`config.mk`:
```
export PLATFORM = sky130hd
export DESIGN_NAME = cms_top
export DESIGN_NICKNAME = d
export VERILOG_FILES = /design/src/verilog/cms_trace_pkg.sv /design/src/verilog/cms_ctrl_pkg.sv /design/src/verilog/cms_top.sv /design/src/verilog/trace_fifo.sv /design/src/verilog/trace_timers.sv /design/src/verilog/trace_gate_fsm.sv /design/src/verilog/retire_detect.sv /design/src/verilog/ctrl_regs.sv
export VERILOG_INCLUDE_DIRS = /design/src /design/src/verilog
export SDC_FILE = /design/constraint.sdc
export NUM_CORES = 1
export LEC_CHECK = 0
export BUFFER_PORTS_ARGS = -buffer_cell sky130_fd_sc_hd__buf_2
export CAP_MARGIN = 20
export CORE_MARGIN = 10
export CORE_UTILIZATION = 61
export DETAILED_ROUTE_END_ITERATION = 10
export PLACE_DENSITY = 0.9
export RECOVER_POWER = 25
export SLEW_MARGIN = 20
export SYNTH_ARGS = -nofsm -noshare
export SYNTH_HDL_FRONTEND = slang
export SYNTH_SLANG_ARGS = --single-unit
```
`constraint.sdc`:
```
create_clock -name clk -period 8.9 [get_ports clk]
set_clock_uncertainty 0.1 [all_clocks]
set_input_delay 1.335 -clock clk [delete_from_list [all_inputs] [get_ports clk]]
set_output_delay 1.335 -clock clk [all_outputs]
set_load 0.02 [all_outputs]
```
`src/verilog/cms_defs.svh`:
```
// trace monitor shared constants
// widths, wfi encoding, parking limit and fifo depth

`ifndef CMS_DEFS_SVH
`define CMS_DEFS_SVH

// core-side widths
`define CMS_XLEN 32
`define CMS_INSTR_W 32

// timestamp counter and packet delta
`define CMS_TS_W 32

// wfi opcode, marks end of program
`define CMS_WFI_INSTR 32'h10500073

// cycles parked on wfi before tracing stops
`define CMS_WFI_STOP_LIMIT 16

// packet fifo entries
`define CMS_FIFO_DEPTH 8

`endif
```
`src/verilog/cms_trace_pkg.sv`:
```
// trace monitor data types
// core-side values and the 96-bit trace packet

`default_nettype none

`include "cms_defs.svh"

package cms_trace_pkg;

    typedef logic [`CMS_XLEN-1:0]    pc_t;
    typedef logic [`CMS_INSTR_W-1:0] instr_t;
    typedef logic [`CMS_TS_W-1:0]    ts_t;

    // one retired instruction on the stream
    // instr in the top word, pc in the bottom word
    typedef struct packed {
        instr_t instr;
        ts_t    delta;  // cycles since previous packet
        pc_t    pc;
    } trace_pkt_t;

endpackage

`default_nettype wire

```
`src/verilog/cms_ctrl_pkg.sv`:
```
// trace monitor control types
// register map of the control port and gate fsm states

`default_nettype none

package cms_ctrl_pkg;

    // control port register map
    typedef enum logic [3:0] {
        START_EN   = 4'd0,
        END_EN     = 4'd1,
        START_ADDR = 4'd2,
        END_ADDR   = 4'd3,
        LO_EN      = 4'd4,
        HI_EN      = 4'd5,
        LO_BOUND   = 4'd6,
        HI_BOUND   = 4'd7,
        WFI_CLEAR  = 4'd8
    } ctrl_addr_t;

    // start/end trigger states
    typedef enum logic [1:0] {
        WAIT_START = 2'd0,
        TRACING    = 2'd1,
        ENDED      = 2'd2
    } trace_state_t;

endpackage

`default_nettype wire

```
`src/verilog/cms_top.sv`:
```
// continuous trace monitor top
// samples core pc/instr, filters retired instructions and
// streams timestamped trace packets out

`timescale 1ns/1ps
`default_nettype none

module cms_top import cms_ctrl_pkg::*, cms_trace_pkg::*; #(
    parameter bit EDGE_TRIGGERED = 1'b1
) (
    input  logic       clk,
    input  logic       rst_n,
    input  logic       en,
    input  pc_t        pc,
    input  instr_t     instr,
    input  ctrl_addr_t ctrl_addr,
    input  pc_t        ctrl_wdata,
    input  logic       ctrl_we,
    output logic       tvalid,
    input  logic       tready,
    output trace_pkt_t tdata,
    output logic       tlast,
    output logic       overflow
);

    // configuration
    logic   start_en;
    logic   end_en;
    logic   lo_en;
    logic   hi_en;
    pc_t    start_addr;
    pc_t    end_addr;
    pc_t    lo_bound;
    pc_t    hi_bound;
    logic   wfi_clear;

    // retire stage
    logic   retire;
    logic   ret_is_wfi;
    pc_t    ret_pc;
    instr_t ret_instr;

    // gate and timers
    logic       wfi_halted;
    ts_t        delta;
    logic       pkt_write;
    trace_pkt_t pkt;

    ctrl_regs #(
        .EDGE_TRIGGERED(EDGE_TRIGGERED)
    ) ctrl_regs_i (
        .clk(clk), .rst_n(rst_n),
        .ctrl_addr(ctrl_addr), .ctrl_wdata(ctrl_wdata), .ctrl_we(ctrl_we),
        .start_en(start_en), .end_en(end_en), .lo_en(lo_en), .hi_en(hi_en),
        .start_addr(start_addr), .end_addr(end_addr),
        .lo_bound(lo_bound), .hi_bound(hi_bound), .wfi_clear(wfi_clear)
    );

    retire_detect retire_detect_i (
        .clk(clk), .rst_n(rst_n), .pc(pc), .instr(instr),
        .retire(retire), .ret_is_wfi(ret_is_wfi),
        .ret_pc(ret_pc), .ret_instr(ret_instr)
    );

    trace_gate_fsm trace_gate_fsm_i (
        .clk(clk), .rst_n(rst_n), .en(en), .retire(retire),
        .ret_pc(ret_pc), .ret_instr(ret_instr), .wfi_halted(wfi_halted),
        .start_en(start_en), .end_en(end_en),
        .start_addr(start_addr), .end_addr(end_addr),
        .lo_en(lo_en), .hi_en(hi_en), .lo_bound(lo_bound), .hi_bound(hi_bound),
        .delta(delta), .pkt_write(pkt_write), .pkt(pkt)
    );

    trace_timers trace_timers_i (
        .clk(clk), .rst_n(rst_n), .en(en), .ret_is_wfi(ret_is_wfi),
        .wfi_clear(wfi_clear), .pkt_write(pkt_write),
        .delta(delta), .wfi_halted(wfi_halted)
    );

    trace_fifo trace_fifo_i (
        .clk(clk), .rst_n(rst_n), .pkt_write(pkt_write), .pkt(pkt),
        .tvalid(tvalid), .tready(tready), .tdata(tdata),
        .tlast(tlast), .overflow(overflow)
    );

endmodule

`default_nettype wire

```
`src/verilog/trace_fifo.sv`:
```
// trace packet fifo
// circular buffer with valid/ready stream out
// drops on full and latches a sticky overflow flag

`timescale 1ns/1ps
`default_nettype none

`include "cms_defs.svh"

module trace_fifo import cms_trace_pkg::*; (
    input  logic       clk,
    input  logic       rst_n,
    input  logic       pkt_write,
    input  trace_pkt_t pkt,
    output logic       tvalid,
    input  logic       tready,
    output trace_pkt_t tdata,
    output logic       tlast,
    output logic       overflow
);

    localparam int DEPTH = `CMS_FIFO_DEPTH;
    localparam int PTR_W = $clog2(DEPTH);
    localparam int CNT_W = $clog2(DEPTH + 1);

    trace_pkt_t       mem [DEPTH];
    logic [PTR_W-1:0] wr_ptr;
    logic [PTR_W-1:0] rd_ptr;
    logic [CNT_W-1:0] count;
    logic             full;
    logic             push;
    logic             pop;

    assign full = (count == CNT_W'(DEPTH));
    // full drops the new packet even on a pop cycle
    assign push = pkt_write && !full;
    assign pop  = tvalid && tready;

    // payload storage
    always_ff @(posedge clk) begin
        if (push) begin
            mem[wr_ptr] <= pkt;
        end
    end

    always_ff @(posedge clk or negedge rst_n) begin
        if (!rst_n) begin
            wr_ptr   <= '0;
            rd_ptr   <= '0;
            count    <= '0;
            overflow <= 1'b0;
        end else begin
            if (push) wr_ptr <= wr_ptr + 1'b1;
            if (pop)  rd_ptr <= rd_ptr + 1'b1;
            case ({push, pop})
                2'b10:   count <= count + 1'b1;
                2'b01:   count <= count - 1'b1;
                default: count <= count;
            endcase
            // sticky until reset
            if (pkt_write && full) begin
                overflow <= 1'b1;
            end
        end
    end

    // head entry straight from storage, held while stalled
    assign tvalid = (count != '0);
    assign tdata  = mem[rd_ptr];
    // wfi at the head closes the frame
    assign tlast  = tvalid && (tdata.instr == `CMS_WFI_INSTR);

endmodule

`default_nettype wire

```
`src/verilog/trace_timers.sv`:
```
// trace timers
// free-running timestamp, delta since the last packet
// and the wfi parking counter that halts tracing

`timescale 1ns/1ps
`default_nettype none

`include "cms_defs.svh"

module trace_timers import cms_trace_pkg::*; (
    input  logic clk,
    input  logic rst_n,
    input  logic en,
    input  logic ret_is_wfi,
    input  logic wfi_clear,
    input  logic pkt_write,
    output ts_t  delta,
    output logic wfi_halted
);

    localparam int WFI_CNT_W = $clog2(`CMS_WFI_STOP_LIMIT + 1);

    ts_t                  ts;
    ts_t                  last_ts;
    logic [WFI_CNT_W-1:0] wfi_cnt;

    // timestamp and stamp of the last accepted write
    always_ff @(posedge clk or negedge rst_n) begin
        if (!rst_n) begin
            ts      <= '0;
            last_ts <= '0;
        end else begin
            ts <= ts + 1'b1;
            if (pkt_write) begin
                last_ts <= ts;
            end
        end
    end

    // wraps cleanly with modular subtraction
    assign delta = ts - last_ts;

    // count consecutive wfi cycles in stage 2, saturate at the limit
    always_ff @(posedge clk or negedge rst_n) begin
        if (!rst_n) begin
            wfi_cnt <= '0;
        end else if (wfi_clear || !ret_is_wfi) begin
            wfi_cnt <= '0;
        end else if (en && !wfi_halted) begin
            wfi_cnt <= wfi_cnt + 1'b1;
        end
    end

    assign wfi_halted = (wfi_cnt == WFI_CNT_W'(`CMS_WFI_STOP_LIMIT));

endmodule

`default_nettype wire

```
`src/verilog/trace_gate_fsm.sv`:
```
// trace gate
// start/end trigger fsm plus address window check
// decides which retired instructions become packets

`timescale 1ns/1ps
`default_nettype none

module trace_gate_fsm import cms_ctrl_pkg::*, cms_trace_pkg::*; (
    input  logic       clk,
    input  logic       rst_n,
    input  logic       en,
    input  logic       retire,
    input  pc_t        ret_pc,
    input  instr_t     ret_instr,
    input  logic       wfi_halted,
    input  logic       start_en,
    input  logic       end_en,
    input  pc_t        start_addr,
    input  pc_t        end_addr,
    input  logic       lo_en,
    input  logic       hi_en,
    input  pc_t        lo_bound,
    input  pc_t        hi_bound,
    input  ts_t        delta,
    output logic       pkt_write,
    output trace_pkt_t pkt
);

    trace_state_t state;
    trace_state_t state_nxt;
    logic         start_hit;
    logic         end_hit;
    logic         in_range;

    // trigger matches only on a retiring pc
    assign start_hit = retire && (ret_pc == start_addr);
    assign end_hit   = retire && end_en && (ret_pc == end_addr);

    always_comb begin
        state_nxt = state;
        if (!start_en) begin
            // no start trigger, trace everything
            state_nxt = TRACING;
        end else begin
            case (state)
                WAIT_START, ENDED: begin
                    if (start_hit) state_nxt = TRACING;
                end
                TRACING: begin
                    if (end_hit) state_nxt = ENDED;
                end
                default: state_nxt = TRACING;
            endcase
        end
    end

    // start disabled at reset, so begin tracing
    always_ff @(posedge clk or negedge rst_n) begin
        if (!rst_n) begin
            state <= TRACING;
        end else begin
            state <= state_nxt;
        end
    end

    // disabled bound always passes
    assign in_range = (!lo_en || (ret_pc >= lo_bound)) &&
                      (!hi_en || (ret_pc <= hi_bound));

    // start match packet kept, end match packet dropped
    assign pkt_write = en && retire && in_range && !wfi_halted &&
                       (state_nxt == TRACING);

    assign pkt.instr = ret_instr;
    assign pkt.delta = delta;
    assign pkt.pc    = ret_pc;

endmodule

`default_nettype wire

```
`src/verilog/retire_detect.sv`:
```
// retire detector
// two-stage pc/instruction history, flags a retire when the
// stage-2 pc is nonzero and differs from the stage-1 pc

`timescale 1ns/1ps
`default_nettype none

`include "cms_defs.svh"

module retire_detect import cms_trace_pkg::*; (
    input  logic   clk,
    input  logic   rst_n,
    input  pc_t    pc,
    input  instr_t instr,
    output logic   retire,
    output logic   ret_is_wfi,
    output pc_t    ret_pc,
    output instr_t ret_instr
);

    pc_t    pc_s1;
    pc_t    pc_s2;
    instr_t instr_s1;
    instr_t instr_s2;

    // history shift, input of cycle n reaches stage 2 at n+2
    always_ff @(posedge clk or negedge rst_n) begin
        if (!rst_n) begin
            pc_s1    <= '0;
            pc_s2    <= '0;
            instr_s1 <= '0;
            instr_s2 <= '0;
        end else begin
            pc_s1    <= pc;
            instr_s1 <= instr;
            pc_s2    <= pc_s1;
            instr_s2 <= instr_s1;
        end
    end

    // stage 2 retires on its last cycle before the pc moves on
    // zero pc means core not running yet
    assign retire = (pc_s2 != pc_s1) && (pc_s2 != '0);

    assign ret_pc     = pc_s2;
    assign ret_instr  = instr_s2;
    assign ret_is_wfi = (instr_s2 == `CMS_WFI_INSTR);

endmodule

`default_nettype wire

```
`src/verilog/ctrl_regs.sv`:
```
// control register file
// decodes control port writes into trace configuration
// edge or level qualified write strobe

`timescale 1ns/1ps
`default_nettype none

module ctrl_regs import cms_ctrl_pkg::*, cms_trace_pkg::*; #(
    parameter bit EDGE_TRIGGERED = 1'b1
) (
    input  logic       clk,
    input  logic       rst_n,
    input  ctrl_addr_t ctrl_addr,
    input  pc_t        ctrl_wdata,
    input  logic       ctrl_we,
    output logic       start_en,
    output logic       end_en,
    output logic       lo_en,
    output logic       hi_en,
    output pc_t        start_addr,
    output pc_t        end_addr,
    output pc_t        lo_bound,
    output pc_t        hi_bound,
    output logic       wfi_clear
);

    logic we_q;
    logic we_rise;
    logic wr;

    // previous strobe level for rise detection
    always_ff @(posedge clk or negedge rst_n) begin
        if (!rst_n) begin
            we_q <= 1'b0;
        end else begin
            we_q <= ctrl_we;
        end
    end

    assign we_rise = ctrl_we & ~we_q;
    // one write per rise, or every cycle in level mode
    assign wr = EDGE_TRIGGERED ? we_rise : ctrl_we;

    always_ff @(posedge clk or negedge rst_n) begin
        if (!rst_n) begin
            start_en   <= 1'b0;
            end_en     <= 1'b0;
            lo_en      <= 1'b0;
            hi_en      <= 1'b0;
            start_addr <= '0;
            end_addr   <= '1;
            lo_bound   <= '0;
            hi_bound   <= '1;
            wfi_clear  <= 1'b0;
        end else begin
            // clear pulse lasts a single cycle
            wfi_clear <= 1'b0;
            if (wr) begin
                case (ctrl_addr)
                    START_EN:   start_en   <= ctrl_wdata[0];
                    END_EN:     end_en     <= ctrl_wdata[0];
                    START_ADDR: start_addr <= ctrl_wdata;
                    END_ADDR:   end_addr   <= ctrl_wdata;
                    LO_EN:      lo_en      <= ctrl_wdata[0];
                    HI_EN:      hi_en      <= ctrl_wdata[0];
                    LO_BOUND:   lo_bound   <= ctrl_wdata;
                    HI_BOUND:   hi_bound   <= ctrl_wdata;
                    WFI_CLEAR:  wfi_clear  <= 1'b1;
                    // unmapped addresses ignored
                    default: ;
                endcase
            end
        end
    end

endmodule

`default_nettype wire

```
Yosys cells after proc, flatten, opt, wreduce, memory -nomap -nowiden
Memory sizes are Yosys's and may differ from the RTL's.
Cells that the tools add are included.
{"block": "op_classes", "n_reduce_logical": 37, "magnitude_cmp": 2, "addsub": 7, "n_mux": 11, "n_eq_ne": 20, "n_bitwise": 2}
{"operator": "$eq A32 B29 Y1 const B", "n": 2}
{"operator": "$eq A32 B32 Y1", "n": 2}
{"operator": "$add A32 B1 Y32 const B", "n": 1}
{"operator": "$ge A32 B32 Y1", "n": 1}
{"operator": "$le A32 B32 Y1", "n": 1}
{"operator": "$ne A32 B32 Y1", "n": 1}
{"operator": "$reduce_bool A32 Y1", "n": 1}
{"operator": "$sub A32 B32 Y32", "n": 1}
{"operator": "$eq A4 B3 Y1 const B", "n": 4}
{"operator": "$reduce_and A2 Y1", "n": 8}
{"operator": "$logic_and A1 B1 Y1", "n": 14}
{"operator": "$mux W5", "n": 2}
{"operator": "$eq A4 B2 Y1 const B", "n": 2}
{"operator": "$eq A4 B4 Y1 const B", "n": 2}
{"operator": "$pmux W4 S2", "n": 1}
{"operator": "$add A3 B1 Y3 const B", "n": 2}
{"operator": "$eq A2 B1 Y1 const B", "n": 3}
{"operator": "$mux W2", "n": 3}
{"operator": "$add A5 B1 Y5 const B", "n": 1}
{"operator": "$eq A5 B5 Y1 const B", "n": 1}
{"operator": "$logic_not A1 Y1", "n": 5}
{"operator": "$add A4 B1 Y4 const B", "n": 1}
{"operator": "$eq A2 B2 Y1 const B", "n": 2}
{"operator": "$eq A4 B1 Y1 const B", "n": 1}
{"operator": "other kinds (11)", "n": 17}
{"block": "word_totals", "ramBits": 768, "mem_count": 1, "wordCells": 102, "register_bits": 344}
{"memory": "trace_fifo_i.mem", "depth": 8, "width": 96, "read_ports": 1, "rd_clocked_by_memory_dff": 0, "write_ports": 1, "line": "trace_fifo.sv:26", "source": "trace_pkt_t mem [DEPTH];"}

Longest topological paths before layout
{"block": "logic_depth", "depth_word": 12, "depth_mapped": 19, "ltp_nobuf": 17}

Modules after synthesis
A second synthesis with hierarchy kept.
{"block": "unflattened", "hier_cells": 2726, "hier_area_um2": 46762.3}
{"module": "trace_fifo", "area_each_um2": 29607.1, "instances": 1, "cells_each": 1279}
{"module": "ctrl_regs", "area_each_um2": 5574.1, "instances": 1, "cells_each": 294}
{"module": "trace_timers", "area_each_um2": 4703.3, "instances": 1, "cells_each": 537}
{"module": "retire_detect", "area_each_um2": 3724.8, "instances": 1, "cells_each": 195}
{"module": "trace_gate_fsm", "area_each_um2": 3153.0, "instances": 1, "cells_each": 421}

Least setup slack after synthesis
Ideal clock, no wire load.
{"block": "synth_path", "kind": "register to register", "from": "register retire_detect_i.pc_s2[7], in the netlist retire_detect_i.ret_pc[7]", "to": "memory trace_fifo_i.mem[0][0] in the netlist's numbering, enable pin", "setup_time_ps": 466, "t_arrival_ps": 4706, "period_less_slack_ps": 5272, "path_buffers": 1, "required_time_ps": 8334, "path_slack_ps": 3628, "path_stages_with_launch": 11, "path_cell_list": "dfrtp_1 -> ha_1 -> a21oi_1 -> o21ai_0 -> a221o_1 -> o31a_1 -> o211ai_1 -> nand3_1 -> nor3b_1 -> clkbuf_1 -> and3b_1"}
{"block": "synth_between", "elab_chain_cells": 12}
{"item": "start, declared", "line": "retire_detect.sv:22", "source": "pc_t pc_s2;"}
{"item": "start signal, assigned", "line": "retire_detect.sv:36", "source": "pc_s2 <= pc_s1;"}
{"item": "$ne A32 B32 Y1 / $reduce_bool A32 Y1 (equally long branches)", "line": "retire_detect.sv:43", "source": "assign retire = (pc_s2 != pc_s1) && (pc_s2 != '0);"}
{"item": "$logic_and A1 B1 Y1", "line": "retire_detect.sv:43"}
{"item": "$logic_and A1 B1 Y1 (2 in a row)", "line": "trace_gate_fsm.sv:37", "source": "assign end_hit = retire && end_en && (ret_pc == end_addr);"}
{"item": "$mux W2", "line": "trace_gate_fsm.sv:50", "source": "if (end_hit) state_nxt = ENDED;"}
{"item": "$pmux W2 S2", "line": "trace_gate_fsm.sv:45", "source": "case (state)"}
{"item": "$mux W2", "line": "trace_gate_fsm.sv:41", "source": "if (!start_en) begin"}
{"item": "$eq A2 B1 Y1", "line": "trace_gate_fsm.sv:72", "source": "(state_nxt == TRACING);"}
{"item": "$logic_and A1 B1 Y1 (*)", "line": "trace_gate_fsm.sv:71", "source": "assign pkt_write = en && retire && in_range && !wfi_halted &&"}
{"item": "$logic_and A1 B1 Y1 (*)", "line": "trace_fifo.sv:36", "source": "assign push = pkt_write && !full;"}
{"item": "$mux W1 (*)", "line": "trace_fifo.sv:41", "source": "if (push) begin"}
{"item": "$mux W1 (implied by the code) (*)", "line": "trace_fifo.sv:42", "source": "mem[wr_ptr] <= pkt;"}
{"item": "end, declared", "line": "trace_fifo.sv:26"}
Every way passes the cells marked *; elsewhere a longest branch is shown, timed or not.

Worst setup path after layout
{"block": "layout_path", "from": "register trace_fifo_i.rd_ptr[0]", "to": "output tlast"}
{"block": "layout_between", "elab_chain_cells": 3}
{"item": "start, declared", "line": "trace_fifo.sv:28", "source": "logic [PTR_W-1:0] rd_ptr;"}
{"item": "start signal, assigned", "line": "trace_fifo.sv:54", "source": "if (pop) rd_ptr <= rd_ptr + 1'b1;"}
{"item": "$mem_v2 Z8 W96"}
{"item": "$eq A32 B29 Y1 (no source line)"}
{"item": "$logic_and A1 B1 Y1", "line": "trace_fifo.sv:71", "source": "assign tlast = tvalid && (tdata.instr == `CMS_WFI_INSTR);"}
{"item": "end, declared", "line": "cms_top.sv:22", "source": "output logic tlast,"}
No other way between the ends.

==> out/metrics.yaml <==
status: "finished, final reports clean"
setup_slack_of_the_critical_path_after_layout_ns: 2.50
cts.reportedPaths.clkPinSlew_ns: 0.06
worstSetupStartpointType: "register"
fill_cells: 4217
power_frac_comb_pct: 28.1
critPathRequiredTime_ns: 7.47
post_synth_fa_ha_maj_area_fraction_pct: 2.95
grt_antenna_before_repair: 2
r2r.worst_path.cells: 11
core_sq_um: 73100
setup_repair_after_global_routing_missed_its_margin: "false"
via_per_inst: 6.48
cts_tree: "yes"
die_area_sq_um: 85100
synth-async-reset-ratio_pct: 30.9
pre_cts_slack_ns: 3.09
gpl.final_weighted_congestion: 0.961
avgRoutedWirePerCell_um: 28.8
net-switching-power_w: 0.00496
critPathMaxFanout: 106
netlist.top_cell.by_area: "sky130_fd_sc_hd__edfxtp_1"
area_overhead_of_the_layout_relative_to_synthesis_pct: 12.3
dr_total_vias: 24525
first_global_vias: 26083
timing_worst_setup_path_type: "register to output pin"
timing_max_transition_violations_final: 0
power.internal_w: 0.0107
worst_slew_pin_slew_ns: 1.19
rows: 99
ratio_of_cells_with_drive_above_1_in_the_final_layout_pct: 31.4
all_layer_global_routing_usage_pct: 25.3
max_freq_mhz: 156
synthDominantCellAreaShare_pct: 51.2
min-delay-path-class: "register to register"
postCtsSetupBuffers: 0
grt_first_pass_wirelength_um: 163000
power.share.sequential_pct: 44.1
total_power_w: 0.0157
remaining_drc_errors: 0
power.leakage_nw: 18.6
clock-root-buffer: "sky130_fd_sc_hd__clkbuf_16"
post_synth_mux_area_share_pct: 15.5
grt_start_max_net_pins: 148
cap_violations: 0
syn-instance-count: 2480
finalCritPeriodShare_pct: 71.9
ctsHoldBuffers: 0
post_cts_resize_count: 0
routed_wirelength_um: 109000
antenna_left: 0
fin_nets: 2945
yosysMostFrequentCell: "sky130_fd_sc_hd__edfxtp_1"
drt_first_iter_violations: 2673
worst_skew_pair.late_latency_ns: 0.69
synth_enable_flop_cells: 768
ys_warn_count: 0
min_period_ns: 6.40
worstHoldPathCells: 0
syn_nets: 2690
synth.avg_cell_area_sq_um: 18.2
place_hpwl_um: 61900
post_synth_xor_area_fraction_pct: 3.17
simple_gate_area_share_of_the_yosys_netlist_pct: 3.63
synth_top_family_by_area: "multiplexers"
timing.setup.tns_ns: 0
power_density_nw_per_um2: 310
multiInputGateArea_sq_um: 12500
global_route.overflow_total: 0
worstPathArrival_ns: 4.97
post_synthesis_compound_gate_area_fraction_pct: 2.45
final-seq-area_sq_um: 31800
hold_viol_final: 0
synthDistinctLibCells: 68
commonest_cells_post_synth: "sky130_fd_sc_hd__edfxtp_1, sky130_fd_sc_hd__dfrtp_1, sky130_fd_sc_hd__mux2_2"
post_synth_instance_area_sq_um: 45000
setup_viol_count_final: 0
peakVddDrop_v: 0.000258
number_of_buffer_cells_added_on_primary_ports: 203
cp-end-kind: "output pin"
cts-buffers-inserted: 105
clkPwrFrac_pct: 27.8
synth_seq_cells: 1112
synth_sequential_area_ratio_pct: 70.5
starting_density_of_the_core_pct: 61.6
clock_sink_count: 1112
cts_htree_levels: 3
switching_share_pct: 31.6
floorplan.io_pins: 204
fp.dieW_um: 292
max-clock-path-buffers: 3
max-slew-margin-rel_pct: 20.2
ys_dominant_reg_cell: "sky130_fd_sc_hd__edfxtp_1"
dieHeight_um: 292
detailedRoute.firstPassIterationCount: 5
synth_area_leaders: "sky130_fd_sc_hd__edfxtp_1, sky130_fd_sc_hd__dfrtp_1, sky130_fd_sc_hd__mux4_2"
## sequential cells by signal, indices dropped and copies added (netlist names), 2 cells and up
register                   flops
trace_timers_i.last_ts        32
trace_timers_i.wfi_cnt         5
trace_gate_fsm_i.state         2
retire_detect_i.ret_pc        32
retire_detect_i.instr_s1      32
trace_fifo_i.mem             768
trace_timers_i.ts             32
trace_fifo_i.rd_ptr            3
ctrl_regs_i.lo_bound          32
retire_detect_i.pc_s1         32
trace_fifo_i.wr_ptr            3
retire_detect_i.ret_instr     32
ctrl_regs_i.start_addr        32
trace_fifo_i.count             4
ctrl_regs_i.hi_bound          32
ctrl_regs_i.end_addr          32
## final cells by class
type / instances / area share (%)
Timing Repair Buffer: 225 / 2.57
Clock buffer: 148 / 5.85
Multi-Input combinational cell: 1180 / 24.7
Antenna cell: 1 / 0.00495
Sequential cell: 1112 / 62.8
Tap cell: 959 / 2.37
Clock inverter: 50 / 0.836
Inverter: 111 / 0.824
## path summary, 6_finish.rpt
kind / from / endpoint / slack (ns)
max reg2reg: retire_detect_i.ret_pc[25] / trace_fifo_i.mem[6][21] / 3.35
max in group asynchronous: rst_n / trace_fifo_i.rd_ptr[2] / 6.54
min in group asynchronous: rst_n / retire_detect_i.pc_s1[26] / 0.66
min: retire_detect_i.instr_s1[10] / retire_detect_i.ret_instr[10] / 0.24
min reg2reg: retire_detect_i.instr_s1[10] / retire_detect_i.ret_instr[10] / 0.24
max: trace_fifo_i.rd_ptr[0] / tlast / 2.50
## metal layers
metal	up-vias	track usage [%]	part of all wire (%)
li1	10120	-	-
met1	12739	32.5	38
met2	1419	42.0	50
met3	247	4.50	7.9
met4	0	11.9	4.1
met5	-	0	0
## power groups by stage
| stage | Clock, W | Combinational [W] | Sequential [W] |
|---|---|---|---|
| floorplan | 0 | 0.00314 | 0.00671 |
| detailed placement | 0 | 0.00431 | 0.00697 |
| global route | 0.00461 | 0.00466 | 0.00696 |
| global placement | 0 | 0.00420 | 0.00690 |
| finish | 0.00437 | 0.00440 | 0.00691 |
| CTS | 0.00441 | 0.00441 | 0.00691 |
## logic make-up (layout without fill, tap and decap cells)
| kind of cell | count (synthesis) | count (layout) |
|---|---|---|
| compound gates | 178 | 178 |
| xor+xnor | 163 | 163 |
| fa+ha+maj | 105 | 105 |
| buf+inv | 188 | 534 |
| flops | 1112 | 1112 |
| mux | 424 | 424 |
| other cells | 0 | 1 |
| simple gates | 310 | 310 |
## stage by stage
| stage | util [%] | std cells | cell area [sq um] | hold WS (ns) |
|---|---|---|---|---|
| 6_report | 69.2 | 3786 | 50600 | 0.243 |
| 4_1_cts | 69.0 | 3781 | 50500 | 0.241 |
| 3_3_place_gp | 64.4 | 3583 | 47100 | 0.236 |
| 5_1_grt | 69.2 | 3786 | 50600 | 0.247 |
| 2_1_floorplan | - | 2480 | 45000 | 0.231 |
| 3_5_place_dp | 64.4 | 3583 | 47100 | 0.235 |
## cell usage in the layout (no fill, tap or decap), types with 25 or more instances in the layout
cell,netlist,final
sky130_fd_sc_hd__nor4_1,25,25
sky130_fd_sc_hd__nor2_1,42,42
sky130_fd_sc_hd__clkbuf_1,32,27
sky130_fd_sc_hd__edfxtp_1,768,768
sky130_fd_sc_hd__mux4_2,182,182
sky130_fd_sc_hd__dfrtp_1,279,276
sky130_fd_sc_hd__buf_2,25,200
sky130_fd_sc_hd__o21ai_0,54,54
sky130_fd_sc_hd__mux2_2,229,229
sky130_fd_sc_hd__dfstp_2,65,65
sky130_fd_sc_hd__xor2_1,35,35
sky130_fd_sc_hd__nand2_1,83,82
sky130_fd_sc_hd__nand3_1,26,26
sky130_fd_sc_hd__ha_1,103,103
sky130_fd_sc_hd__a21oi_1,50,50
sky130_fd_sc_hd__inv_1,111,111
sky130_fd_sc_hd__clkbuf_16,0,106
sky130_fd_sc_hd__clkinv_2,0,25
sky130_fd_sc_hd__nand4_1,45,45
sky130_fd_sc_hd__xnor2_1,128,128
## worst max-delay path, stage by stage (launching register included)
cell                      delay, ns
sky130_fd_sc_hd__dfrtp_4       0.93
sky130_fd_sc_hd__buf_12        0.70
sky130_fd_sc_hd__mux4_1        0.69
sky130_fd_sc_hd__mux2_2        0.31
sky130_fd_sc_hd__or4b_1        0.52
sky130_fd_sc_hd__or4b_1        0.60
sky130_fd_sc_hd__nor3_2        0.25
sky130_fd_sc_hd__buf_2         0.21
Power figures use the tool's default switching activity.
